[src/hw/pipe_pkg.sv]
package pipe_pkg;

    // Slot state, one per pipeline position
    typedef enum logic [2:0] {
        EMPTY,
        FETCH,
        DECODE,
        EXECUTE,
        MEMORY,
        WRITEBACK
    } stage_t;

    // Opcode class, carried untouched from issue to report
    typedef enum logic [1:0] {
        OP_ALU,
        OP_LOAD,
        OP_STORE,
        OP_NOP
    } opcode_t;

    localparam int NUM_STAGES = 5;
    localparam int ID_W = 8;
    localparam int OCC_W = $clog2(NUM_STAGES + 1);

    // Fixed slot position of each stage
    localparam int FETCH_SLOT = 0;
    localparam int DECODE_SLOT = 1;
    localparam int EXEC_SLOT = 2;
    localparam int WB_SLOT = NUM_STAGES - 1;

endpackage

[src/hw/trace_pkg.sv]
package trace_pkg;

    // Free-running timestamp, wraps
    localparam int CYCLE_W = 16;

    // Per-instruction decode stall count, saturates
    localparam int STALL_W = 8;

    // Record buffer
    localparam int FIFO_DEPTH = 8;
    localparam int PTR_W = $clog2(FIFO_DEPTH);
    localparam int CNT_W = $clog2(FIFO_DEPTH + 1);

    // Reporter results
    localparam int LAT_W = 16;
    localparam int TOTAL_W = 24;

endpackage

[src/hw/pipe_trace_top.sv]
`timescale 1ns/1ps

module pipe_trace_top (
    input  logic                          clk,
    input  logic                          rst,
    input  logic                          issue,
    input  pipe_pkg::opcode_t             issue_op,
    input  logic                          stall,
    input  logic                          report_hold,
    output logic                          fetch_busy,
    output logic                          report_valid,
    output logic [pipe_pkg::ID_W-1:0]     report_id,
    output pipe_pkg::opcode_t             report_op,
    output logic [trace_pkg::STALL_W-1:0] report_stalls,
    output logic [trace_pkg::LAT_W-1:0]   report_latency,
    output logic [trace_pkg::TOTAL_W-1:0] retired_total,
    output logic [trace_pkg::TOTAL_W-1:0] stall_total
);
    import pipe_pkg::*;
    import trace_pkg::*;

    logic [CYCLE_W-1:0] cycle;

    // Tracker to buffer
    logic               push;
    logic [ID_W-1:0]    push_id;
    opcode_t            push_op;
    logic [CYCLE_W-1:0] push_issue_cycle;
    logic [CYCLE_W-1:0] push_wb_cycle;
    logic [STALL_W-1:0] push_stalls;
    logic [CNT_W-1:0]   fifo_count;

    // Buffer to reporter
    logic               fifo_empty;
    logic               pop;
    logic [ID_W-1:0]    head_id;
    opcode_t            head_op;
    logic [CYCLE_W-1:0] head_issue_cycle;
    logic [CYCLE_W-1:0] head_wb_cycle;
    logic [STALL_W-1:0] head_stalls;

    // Shared timestamp for issue and writeback
    always_ff @(posedge clk) begin
        if (rst) begin
            cycle <= '0;
        end else begin
            cycle <= cycle + 1'b1;
        end
    end

    stage_tracker u_stage_tracker (
        .clk              (clk),
        .rst              (rst),
        .issue            (issue),
        .issue_op         (issue_op),
        .stall            (stall),
        .cycle            (cycle),
        .fifo_count       (fifo_count),
        .fetch_busy       (fetch_busy),
        .push             (push),
        .push_id          (push_id),
        .push_op          (push_op),
        .push_issue_cycle (push_issue_cycle),
        .push_wb_cycle    (push_wb_cycle),
        .push_stalls      (push_stalls)
    );

    trace_fifo u_trace_fifo (
        .clk              (clk),
        .rst              (rst),
        .push             (push),
        .push_id          (push_id),
        .push_op          (push_op),
        .push_issue_cycle (push_issue_cycle),
        .push_wb_cycle    (push_wb_cycle),
        .push_stalls      (push_stalls),
        .pop              (pop),
        .empty            (fifo_empty),
        .count            (fifo_count),
        .head_id          (head_id),
        .head_op          (head_op),
        .head_issue_cycle (head_issue_cycle),
        .head_wb_cycle    (head_wb_cycle),
        .head_stalls      (head_stalls)
    );

    trace_reporter u_trace_reporter (
        .clk              (clk),
        .rst              (rst),
        .report_hold      (report_hold),
        .empty            (fifo_empty),
        .head_id          (head_id),
        .head_op          (head_op),
        .head_issue_cycle (head_issue_cycle),
        .head_wb_cycle    (head_wb_cycle),
        .head_stalls      (head_stalls),
        .pop              (pop),
        .report_valid     (report_valid),
        .report_id        (report_id),
        .report_op        (report_op),
        .report_stalls    (report_stalls),
        .report_latency   (report_latency),
        .retired_total    (retired_total),
        .stall_total      (stall_total)
    );

endmodule

[src/hw/stage_tracker.sv]
`timescale 1ns/1ps

module stage_tracker (
    input  logic                        clk,
    input  logic                        rst,
    input  logic                        issue,
    input  pipe_pkg::opcode_t           issue_op,
    input  logic                        stall,
    input  logic [trace_pkg::CYCLE_W-1:0] cycle,
    input  logic [trace_pkg::CNT_W-1:0] fifo_count,
    output logic                        fetch_busy,
    output logic                        push,
    output logic [pipe_pkg::ID_W-1:0]   push_id,
    output pipe_pkg::opcode_t           push_op,
    output logic [trace_pkg::CYCLE_W-1:0] push_issue_cycle,
    output logic [trace_pkg::CYCLE_W-1:0] push_wb_cycle,
    output logic [trace_pkg::STALL_W-1:0] push_stalls
);
    import pipe_pkg::*;
    import trace_pkg::*;

    // One slot per stage position
    stage_t               slot_stage  [NUM_STAGES];
    logic [ID_W-1:0]      slot_id     [NUM_STAGES];
    opcode_t              slot_op     [NUM_STAGES];
    logic [CYCLE_W-1:0]   slot_issue  [NUM_STAGES];
    logic [STALL_W-1:0]   slot_stalls [NUM_STAGES];

    logic [ID_W-1:0]      next_id;
    logic [OCC_W-1:0]     occupied;
    logic [CNT_W:0]       reserved;
    logic                 accept;

    // Stage an instruction takes after leaving the given one
    function automatic stage_t next_stage(input stage_t cur);
        stage_t nxt;
        case (cur)
            FETCH:   nxt = DECODE;
            DECODE:  nxt = EXECUTE;
            EXECUTE: nxt = MEMORY;
            MEMORY:  nxt = WRITEBACK;
            default: nxt = EMPTY;
        endcase
        return nxt;
    endfunction

    always_comb begin
        occupied = '0;
        for (int i = 0; i < NUM_STAGES; i++) begin
            if (slot_stage[i] != EMPTY) begin
                occupied = occupied + 1'b1;
            end
        end
    end

    // Records already buffered plus those still in flight
    assign reserved = {1'b0, fifo_count} + (CNT_W + 1)'(occupied);

    // Only a stall keeps an occupied fetch slot from advancing
    assign fetch_busy = stall || (reserved >= (CNT_W + 1)'(FIFO_DEPTH));
    assign accept = issue && !fetch_busy;

    // Stage control
    always_ff @(posedge clk) begin
        if (rst) begin
            for (int i = 0; i < NUM_STAGES; i++) begin
                slot_stage[i] <= EMPTY;
            end
            next_id <= '0;
        end else begin
            for (int i = EXEC_SLOT + 1; i < NUM_STAGES; i++) begin
                slot_stage[i] <= next_stage(slot_stage[i-1]);
            end

            if (stall) begin
                // Fetch and decode hold while a bubble goes down the pipe
                slot_stage[EXEC_SLOT] <= EMPTY;
            end else begin
                slot_stage[EXEC_SLOT] <= next_stage(slot_stage[DECODE_SLOT]);
                slot_stage[DECODE_SLOT] <= next_stage(slot_stage[FETCH_SLOT]);
                slot_stage[FETCH_SLOT] <= accept ? FETCH : EMPTY;
            end

            if (accept) begin
                next_id <= next_id + 1'b1;
            end
        end
    end

    // Slot payload follows the stage shift
    always_ff @(posedge clk) begin
        for (int i = EXEC_SLOT; i < NUM_STAGES; i++) begin
            slot_id[i]     <= slot_id[i-1];
            slot_op[i]     <= slot_op[i-1];
            slot_issue[i]  <= slot_issue[i-1];
            slot_stalls[i] <= slot_stalls[i-1];
        end

        if (stall) begin
            // Count held decode cycles up to all ones
            if (slot_stage[DECODE_SLOT] != EMPTY && slot_stalls[DECODE_SLOT] != '1) begin
                slot_stalls[DECODE_SLOT] <= slot_stalls[DECODE_SLOT] + 1'b1;
            end
        end else begin
            slot_id[DECODE_SLOT]     <= slot_id[FETCH_SLOT];
            slot_op[DECODE_SLOT]     <= slot_op[FETCH_SLOT];
            slot_issue[DECODE_SLOT]  <= slot_issue[FETCH_SLOT];
            slot_stalls[DECODE_SLOT] <= slot_stalls[FETCH_SLOT];
        end

        if (accept) begin
            slot_id[FETCH_SLOT]     <= next_id;
            slot_op[FETCH_SLOT]     <= issue_op;
            // Timestamp of the first fetch cycle
            slot_issue[FETCH_SLOT]  <= cycle + 1'b1;
            slot_stalls[FETCH_SLOT] <= '0;
        end
    end

    // Completion record leaves in the writeback cycle
    assign push             = (slot_stage[WB_SLOT] == WRITEBACK);
    assign push_id          = slot_id[WB_SLOT];
    assign push_op          = slot_op[WB_SLOT];
    assign push_issue_cycle = slot_issue[WB_SLOT];
    assign push_wb_cycle    = cycle;
    assign push_stalls      = slot_stalls[WB_SLOT];

endmodule

[src/hw/trace_fifo.sv]
`timescale 1ns/1ps

module trace_fifo (
    input  logic                          clk,
    input  logic                          rst,
    input  logic                          push,
    input  logic [pipe_pkg::ID_W-1:0]     push_id,
    input  pipe_pkg::opcode_t             push_op,
    input  logic [trace_pkg::CYCLE_W-1:0] push_issue_cycle,
    input  logic [trace_pkg::CYCLE_W-1:0] push_wb_cycle,
    input  logic [trace_pkg::STALL_W-1:0] push_stalls,
    input  logic                          pop,
    output logic                          empty,
    output logic [trace_pkg::CNT_W-1:0]   count,
    output logic [pipe_pkg::ID_W-1:0]     head_id,
    output pipe_pkg::opcode_t             head_op,
    output logic [trace_pkg::CYCLE_W-1:0] head_issue_cycle,
    output logic [trace_pkg::CYCLE_W-1:0] head_wb_cycle,
    output logic [trace_pkg::STALL_W-1:0] head_stalls
);
    import pipe_pkg::*;
    import trace_pkg::*;

    logic [ID_W-1:0]    mem_id     [FIFO_DEPTH];
    opcode_t            mem_op     [FIFO_DEPTH];
    logic [CYCLE_W-1:0] mem_issue  [FIFO_DEPTH];
    logic [CYCLE_W-1:0] mem_wb     [FIFO_DEPTH];
    logic [STALL_W-1:0] mem_stalls [FIFO_DEPTH];

    logic [PTR_W-1:0] wr_ptr;
    logic [PTR_W-1:0] rd_ptr;
    logic             do_push;
    logic             do_pop;

    assign empty   = (count == '0);
    assign do_push = push && (count != CNT_W'(FIFO_DEPTH));
    assign do_pop  = pop && !empty;

    // Pointers wrap naturally, depth is a power of two
    always_ff @(posedge clk) begin
        if (rst) begin
            wr_ptr <= '0;
            rd_ptr <= '0;
            count  <= '0;
        end else begin
            if (do_push) begin
                wr_ptr <= wr_ptr + 1'b1;
            end
            if (do_pop) begin
                rd_ptr <= rd_ptr + 1'b1;
            end
            if (do_push && !do_pop) begin
                count <= count + 1'b1;
            end else if (do_pop && !do_push) begin
                count <= count - 1'b1;
            end
        end
    end

    always_ff @(posedge clk) begin
        if (do_push) begin
            mem_id[wr_ptr]     <= push_id;
            mem_op[wr_ptr]     <= push_op;
            mem_issue[wr_ptr]  <= push_issue_cycle;
            mem_wb[wr_ptr]     <= push_wb_cycle;
            mem_stalls[wr_ptr] <= push_stalls;
        end
    end

    // Head record is read straight from the array
    assign head_id          = mem_id[rd_ptr];
    assign head_op          = mem_op[rd_ptr];
    assign head_issue_cycle = mem_issue[rd_ptr];
    assign head_wb_cycle    = mem_wb[rd_ptr];
    assign head_stalls      = mem_stalls[rd_ptr];

endmodule

[src/hw/trace_reporter.sv]
`timescale 1ns/1ps

module trace_reporter (
    input  logic                          clk,
    input  logic                          rst,
    input  logic                          report_hold,
    input  logic                          empty,
    input  logic [pipe_pkg::ID_W-1:0]     head_id,
    input  pipe_pkg::opcode_t             head_op,
    input  logic [trace_pkg::CYCLE_W-1:0] head_issue_cycle,
    input  logic [trace_pkg::CYCLE_W-1:0] head_wb_cycle,
    input  logic [trace_pkg::STALL_W-1:0] head_stalls,
    output logic                          pop,
    output logic                          report_valid,
    output logic [pipe_pkg::ID_W-1:0]     report_id,
    output pipe_pkg::opcode_t             report_op,
    output logic [trace_pkg::STALL_W-1:0] report_stalls,
    output logic [trace_pkg::LAT_W-1:0]   report_latency,
    output logic [trace_pkg::TOTAL_W-1:0] retired_total,
    output logic [trace_pkg::TOTAL_W-1:0] stall_total
);
    import trace_pkg::*;

    logic [CYCLE_W-1:0] lat_diff;

    // Drain whenever a record waits and the sink is not holding
    assign pop = !empty && !report_hold;

    // Modulo difference handles a wrapped timestamp
    assign lat_diff = head_wb_cycle - head_issue_cycle;

    always_ff @(posedge clk) begin
        if (rst) begin
            report_valid  <= 1'b0;
            retired_total <= '0;
            stall_total   <= '0;
        end else begin
            report_valid <= pop;
            if (pop) begin
                retired_total <= retired_total + 1'b1;
                stall_total   <= stall_total + TOTAL_W'(head_stalls);
            end
        end
    end

    // Record fields, only meaningful with report_valid
    always_ff @(posedge clk) begin
        if (pop) begin
            report_id      <= head_id;
            report_op      <= head_op;
            report_stalls  <= head_stalls;
            report_latency <= LAT_W'(lat_diff);
        end
    end

endmodule

[config.mk]
export PLATFORM = sky130hd
export DESIGN_NAME = pipe_trace_top
export DESIGN_NICKNAME = d
export VERILOG_FILES = /design/src/hw/pipe_pkg.sv /design/src/hw/trace_pkg.sv /design/src/hw/pipe_trace_top.sv /design/src/hw/stage_tracker.sv /design/src/hw/trace_fifo.sv /design/src/hw/trace_reporter.sv
export SDC_FILE = /design/constraint.sdc
export NUM_CORES = 1
export LEC_CHECK = 0
export BUFFER_PORTS_ARGS = -buffer_cell sky130_fd_sc_hd__buf_2
export CAP_MARGIN = 20
export CORE_MARGIN = 2
export CORE_UTILIZATION = 61
export CTS_BUF_LIST = sky130_fd_sc_hd__clkbuf_4 sky130_fd_sc_hd__clkbuf_8 sky130_fd_sc_hd__clkbuf_16
export CTS_CLUSTER_DIAMETER = 100
export DETAILED_ROUTE_END_ITERATION = 8
export PLACE_DENSITY_LB_ADDON = 0.12
export SYNTH_ARGS = -nofsm -noshare
export SYNTH_HDL_FRONTEND = slang
export SYNTH_SLANG_ARGS = --single-unit
export TNS_END_PERCENT = 50
[constraint.sdc]
create_clock -name clk -period 6 [get_ports clk]
set_input_delay 0.6 -clock clk [delete_from_list [all_inputs] [get_ports clk]]
set_output_delay 0.6 -clock clk [all_outputs]
set_load 0.01 [all_outputs]
**Word level (Yosys, flattened, before mapping)**

Memories as Yosys holds them, arrays and structs flattened. A register that Yosys moved wholly into a read port is not among the register bits.
Cells that the tools add are included.

- Register bits after elaboration: 107
- Latch bits: 0
- Bits in writable memories: 585
- ROM bits: 0
- Input bits: 7
- Output and inout bits: 84
- Word-level logic and storage cells: 129
- Memories kept: 10

- $add $sub $neg: 15
- $mul: 0
- Divide/modulo/power cells: 0
- $lt $le $gt $ge: 1
- Equal/unequal tests: 19
- Shift-type cells: 0
- Multiplexer cells: 47
- Bitwise gates (word level): 7
- Reductions and logical operators: 20

Memories:

| name | words | bits a word | read ports | clocked after memory_dff | write ports | line | text |
|---|---|---|---|---|---|---|---|
| u_trace_fifo.mem_issue | 8 | 16 | 1 | 1 | 1 | trace_fifo.sv:26 | `logic [CYCLE_W-1:0] mem_issue [FIFO_DEPTH];` |
| u_trace_fifo.mem_wb | 8 | 16 | 1 | 1 | 1 | trace_fifo.sv:27 | `logic [CYCLE_W-1:0] mem_wb [FIFO_DEPTH];` |
| u_stage_tracker.slot_issue | 5 | 16 | 5 | 0 | 5 | stage_tracker.sv:26 | `logic [CYCLE_W-1:0] slot_issue [NUM_STAGES];` |
| u_trace_fifo.mem_id | 8 | 8 | 1 | 1 | 1 | trace_fifo.sv:24 | `logic [ID_W-1:0] mem_id [FIFO_DEPTH];` |
| u_trace_fifo.mem_stalls | 8 | 8 | 1 | 1 | 1 | trace_fifo.sv:28 | `logic [STALL_W-1:0] mem_stalls [FIFO_DEPTH];` |
| u_stage_tracker.slot_id | 5 | 8 | 5 | 0 | 5 | stage_tracker.sv:24 | `logic [ID_W-1:0] slot_id [NUM_STAGES];` |
| +4 memories | -- | -- | -- | -- | -- | -- |  |

Operator list:

| operator | count |
|---|---|
| $mux 3 | 22 |
| $pmux 3 s4 | 4 |
| $add 24x1->24 const B | 1 |
| $add 24x8->24 | 1 |
| $eq 3x2->1 const B | 8 |
| $mux 1 | 18 |
| $add 16x1->16 const B | 1 |
| $add 8x1->8 const B | 2 |
| $sub 16x16->16 | 1 |
| $add 3x1->3 const B | 5 |
| $eq 3x3->1 const B | 5 |
| $reduce_bool 3->1 | 5 |
| $eq 3x1->1 const B | 4 |
| $mux 4 | 2 |
| $mux 8 | 1 |
| $ne 8x8->1 const B | 1 |
| $logic_and 1x1->1 | 7 |
| $or 1x1->1 | 7 |
| $add 4x3->5 | 1 |
| $ge 5x4->1 const B | 1 |
| $logic_not 1->1 | 5 |
| $add 4x1->4 const B | 1 |
| $logic_not 4->1 | 1 |
| $ne 4x4->1 const B | 1 |
| other kinds (4) | 4 |

**Longest topological paths before layout**

An unclocked memory read counts as a cell.

- Depth after elaboration: 18
- Depth in mapped cells: 15
- Depth with buffers taken out: 15

**By module**

A second synthesis with hierarchy kept.

- Cells, all modules: 1531
- Area, all modules: 26216.4 µm²

Modules (own cells, without submodules):

| module | times used | cells each | area each (µm²) | sequential area each (µm²) |
|---|---|---|---|---|
| trace_fifo | 1 | 650 | 15607.5 | 12271.8 |
| stage_tracker | 1 | 375 | 5597.9 | 4214.0 |
| trace_reporter | 1 | 425 | 4246.6 | 2001.9 |
| pipe_trace_top | 1 | 81 | 764.5 | 320.3 |

**Worst setup path before layout**

OpenSTA, ideal clock, no wires.

- Path type: reg-to-reg
- Start point: reg u_trace_fifo.count[1] (netlist name)
- End point: mem u_trace_fifo.mem_id[2][0] (enable)
- Library setup time: 0.530 ns
- Data arrival time: 4.892 ns
- Data required time: 5.470 ns
- Slack: 0.578 ns
- Stages on the path, launching flop included: 5
- Path buffers: 0
- Clock period less this slack: 5.422 ns
- Path through: dfxtp_1 -> nor3_1 -> a211oi_2 -> nand2b_1 -> nor3b_1

- Word-level cells in the longest chain between the ends: 4

Ends and longest elaborated chain:

| item | line | text |
|---|---|---|
| start, declared | trace_fifo.sv:14 | `output logic [trace_pkg::CNT_W-1:0] count,` |
| start signal, assigned | trace_fifo.sv:53 | `count <= count + 1'b1;` |
| start signal, assigned | trace_fifo.sv:55 | `count <= count - 1'b1;` |
| $ne 4x4->1 | trace_fifo.sv:36 | `assign do_push = push && (count != CNT_W'(FIFO_DEPTH));` |
| $logic_and 1x1->1 | trace_fifo.sv:36 |  |
| named net u_trace_fifo.do_push | trace_fifo.sv:32 | `logic do_push;` |
| $mux 1 | trace_fifo.sv:61 | `if (do_push) begin` |
| $mux 1 (not written as such) | trace_fifo.sv:62 | `mem_id[wr_ptr] <= push_id;` |
| end, declared | trace_fifo.sv:24 |  |

The timed path passes the listed nets, and every way through them passes these cells.

==> metrics.txt <==
final antenna-violating net count=0; clock sink total=roughly 690; number of filler instances in the final layout=approximately 2600; wire length of the first global-routing pass=~73000 um; horizontal extent of the die=about 210 um; area taken by multi-input logic gates=about 0.0063 mm2; dominant cells by area after synthesis=sky130_fd_sc_hd__edfxtp_1, sky130_fd_sc_hd__dfxtp_1, sky130_fd_sc_hd__mux4_2; remaining routing DRC violations=0; cell area after synthesis=around 0.025 mm2; Switch Pwr=3.175 mW; H-tree depth=3; maximum fanout encountered on the critical timing path=44; Die Ht=between 200 and 250 um; cell-internal power=a little over 9 mW; final hold violation count=0; sequential fraction of the synthesis area=around 74%; Detail Placement HPWL=approximately 26000 um; crit share post-route=between 70% and 80%; share of synthesized registers carrying an async set or reset=0%; actual transition at the worst max-transition pin=around 1.1 ns; CTS-repair resized insts=0; Hold Path Sink=u_stage_tracker.slot_op[0][0]; insertion delay to the later sink of the worst-skew pair=0.59 ns; Congestion Overflow GR=0; area of the die=0.04317 mm2; class of the tightest hold or removal check=primary input to register; startpoint of the tightest hold check path=issue_op[0]; category of the most critical setup path=register to register; fraction of power consumed by combinational cells=18.0%; drt first pass iters=7; setup slack of the most critical reg-to-reg path=1.77 ns; Non-Filler Instances=~2200; number of antenna violations at the first check in global routing=0; routed length per instance=roughly 21 um; total via count in the routed design=12540; diode insertion count for antenna repair=0; Sw Ratio=between 20% and 30%; worst hold margin=around 0.2 ns; number of enable flip-flop cells after synthesis=approximately 500; total of buffers placed on input and output ports=90; overall global routing resource usage=a little over a fifth; max cap viols=0; Clock Tree Root=sky130_fd_sc_hd__clkbuf_16; Layout area overhead=14.03%; yosys warns=0; total core area=0.04092 mm2; critical path launch point type=register; sequential share of power=approximately 47%; I/O pin cnt=between 90 and 100; cell depth of the worst hold path=1; number of cell rows=74; setup skew after layout=0.01922 ns; FF/Latch Area=around 0.019 mm2; routability-driven placement congestion ratio=roughly 0.79; cell taking the most area after synthesis=sky130_fd_sc_hd__edfxtp_1; Gate Count Post-Synth=about 1400; Post-CTS Setup Bufs=0; dpl cells=slightly above 2000; maximum number of pins on one net before global-route repair=66; upper clock frequency limit=about 0.24 GHz; TritonCTS clock tree=yes; total of hold buffers inserted after clock tree synthesis=0; Util after Layout=a little over two thirds; CP required=around 6.3 ns; portion of total power attributed to the clock network=35.2%; count of state elements after synthesis=between 600 and 700; per-cell via count in the routed design=~5.8; run status=completed; total power=about 12 mW; vias in the first global route=12870; maximum clock insertion buffer count=3; number of endpoints failing setup at the final stage=0; top cell type's share of synthesized area=between 50% and 60%; Post-synth top cells=sky130_fd_sc_hd__edfxtp_1, sky130_fd_sc_hd__dfxtp_1, sky130_fd_sc_hd__mux4_2, sky130_fd_sc_hd__nor2_1, sky130_fd_sc_hd__nand2_1; count of final max-slew check failures=0; Max transition margin=~28%; path depth of the worst reg2reg path=10; share of final-layout standard cells stronger than drive strength 1=24.10%; Cell variety after synth=between 60 and 70; initial core utilization=between 60% and 70%; library cell with the highest instance count after synthesis=sky130_fd_sc_hd__edfxtp_1; post-synthesis area per instance=~18 um2; most common flop cell mapped by yosys=sky130_fd_sc_hd__edfxtp_1; Leak Pwr=approximately 10 nW; kind of end point of the critical path=register; unrepaired setup endpoints after global routing=no; DRT iter0 DRCs=between 900 and 1000; sum of routed wire length over all layers=around 46000 um; reg-to-reg critical path endpoint=u_trace_reporter.report_latency[15]; clock-pin transition on the worst setup and hold timing paths=approximately 0.060 ns; Nets=1626; final setup TNS=0 ns; IR Drop Worst-Case VDD=around 290 uV; CTS Buf Count=between 60 and 70; critical path data arrival time=4.55 ns; Power Density=~430 mW/mm2; time the worst path needs with I/O delays and setup=4.228 ns
[worst max-delay path by stage]
stage                                                to  depth (start not counted)
global route        u_trace_reporter.report_latency[15]                         10
finish              u_trace_reporter.report_latency[15]                         10
CTS                 u_trace_reporter.report_latency[15]                         10
detailed placement  u_trace_reporter.report_latency[15]                         10
global placement    u_trace_reporter.report_latency[15]                         11
floorplan                     u_trace_fifo.mem_id[2][0]                          4
[flip-flops by register name (all words and copies together) (netlist names), 2 cells and up, named ones only]
name / flops
u_trace_fifo.mem_issue: 128
u_trace_fifo.mem_id: 64
u_trace_fifo.count: 4
u_trace_fifo.mem_wb: 128
u_stage_tracker.slot_stage: 7
u_trace_reporter.retired_total: 24
u_trace_reporter.report_op: 2
u_trace_reporter.report_id: 8
cycle: 16
u_stage_tracker.slot_issue: 80
u_trace_reporter.stall_total: 24
u_trace_reporter.report_stalls: 8
u_trace_fifo.mem_stalls: 64
u_stage_tracker.slot_stalls: 32
u_stage_tracker.slot_id: 40
u_stage_tracker.next_id: 8
u_trace_reporter.report_latency: 16
u_trace_fifo.mem_op: 16
u_stage_tracker.slot_op: 10
u_trace_fifo.wr_ptr: 3
u_trace_fifo.rd_ptr: 3
[cells in the final DEF, fill, tap and decap left out, types with 7 or more instances in the layout]
master	instances
sky130_fd_sc_hd__a211oi_1	9
sky130_fd_sc_hd__a21o_1	7
sky130_fd_sc_hd__a21oi_1	47
sky130_fd_sc_hd__and2_1	16
sky130_fd_sc_hd__and3_1	7
sky130_fd_sc_hd__buf_2	90
sky130_fd_sc_hd__buf_4	19
sky130_fd_sc_hd__clkbuf_16	74
sky130_fd_sc_hd__clkbuf_4	17
sky130_fd_sc_hd__clkbuf_8	9
sky130_fd_sc_hd__clkinv_2	10
sky130_fd_sc_hd__dfxtp_1	185
sky130_fd_sc_hd__edfxtp_1	501
sky130_fd_sc_hd__ha_1	40
sky130_fd_sc_hd__inv_1	25
sky130_fd_sc_hd__mux2_2	33
sky130_fd_sc_hd__mux2i_1	21
sky130_fd_sc_hd__mux4_2	98
sky130_fd_sc_hd__nand2_1	63
sky130_fd_sc_hd__nand2b_1	8
sky130_fd_sc_hd__nand3_1	27
sky130_fd_sc_hd__nand4_1	14
sky130_fd_sc_hd__nor2_1	86
sky130_fd_sc_hd__nor2b_1	12
sky130_fd_sc_hd__nor3_1	11
sky130_fd_sc_hd__o21ai_0	18
sky130_fd_sc_hd__or3_1	8
sky130_fd_sc_hd__xnor2_1	51
sky130_fd_sc_hd__xor2_1	40
[per-stage QoR]
| step | area (um2) | worst slack, ns |
|---|---|---|
| 3_3_place_gp | 26490 | 1.905 |
| 5_1_grt | 28880 | 1.501 |
| 6_report | 28880 | 1.772 |
| 4_1_cts | 28870 | 1.735 |
| 2_1_floorplan | 25350 | 0.5781 |
| 3_5_place_dp | 26490 | 1.758 |
[power by group through the flow]
stage	clock, mW	sequential, mW	combinational [mW]
after floorplan	0	5.81	1.75
after global placement	0	5.92	2.21
after detailed placement	0	5.94	2.25
after CTS	4.47	5.84	2.27
after global routing	4.67	5.87	2.48
final	4.39	5.82	2.24
[final cells by class]
class,count,area share [%]
timing repair buffer,110,2.092
clock inverter,26,0.9833
inverter,27,0.3509
sequential,689,65.15
multi-input combinational,679,21.84
clock buffer,100,7.282
tap,532,2.305
[routing by layer]
layer  up-vias  routed length (um)  GRT usage (%)
met5         -                   0              0
met4         0                 859          6.799
met3        67                2460          4.054
met2       289               23370          36.71
met1      6430               19500          29.64
li1       5755                   -              -
[cell families after synthesis]
group / after synthesis / synth area share, %
mux: 152 / 11.01
xor+xnor: 91 / 3.146
other cells: 2 / 0.02965
compound gates: 104 / 2.667
flops: 689 / 74.25
simple gates: 282 / 5.522
fa+ha+maj: 44 / 2.292
buf+inv: 68 / 1.082
[critical path, stage by stage (launching register included)]
cell                       delay, ns
sky130_fd_sc_hd__dfxtp_4        0.96
sky130_fd_sc_hd__buf_4          0.37
sky130_fd_sc_hd__mux4_2         0.53
sky130_fd_sc_hd__mux2_2         0.28
sky130_fd_sc_hd__ha_1           0.35
sky130_fd_sc_hd__nand2_1        0.09
sky130_fd_sc_hd__a211oi_1       0.48
sky130_fd_sc_hd__o31ai_1        0.24
sky130_fd_sc_hd__a21boi_0       0.37
sky130_fd_sc_hd__o311a_1        0.21
sky130_fd_sc_hd__xnor2_1        0.07
Note: power is estimated with default switching activity, not from simulation.
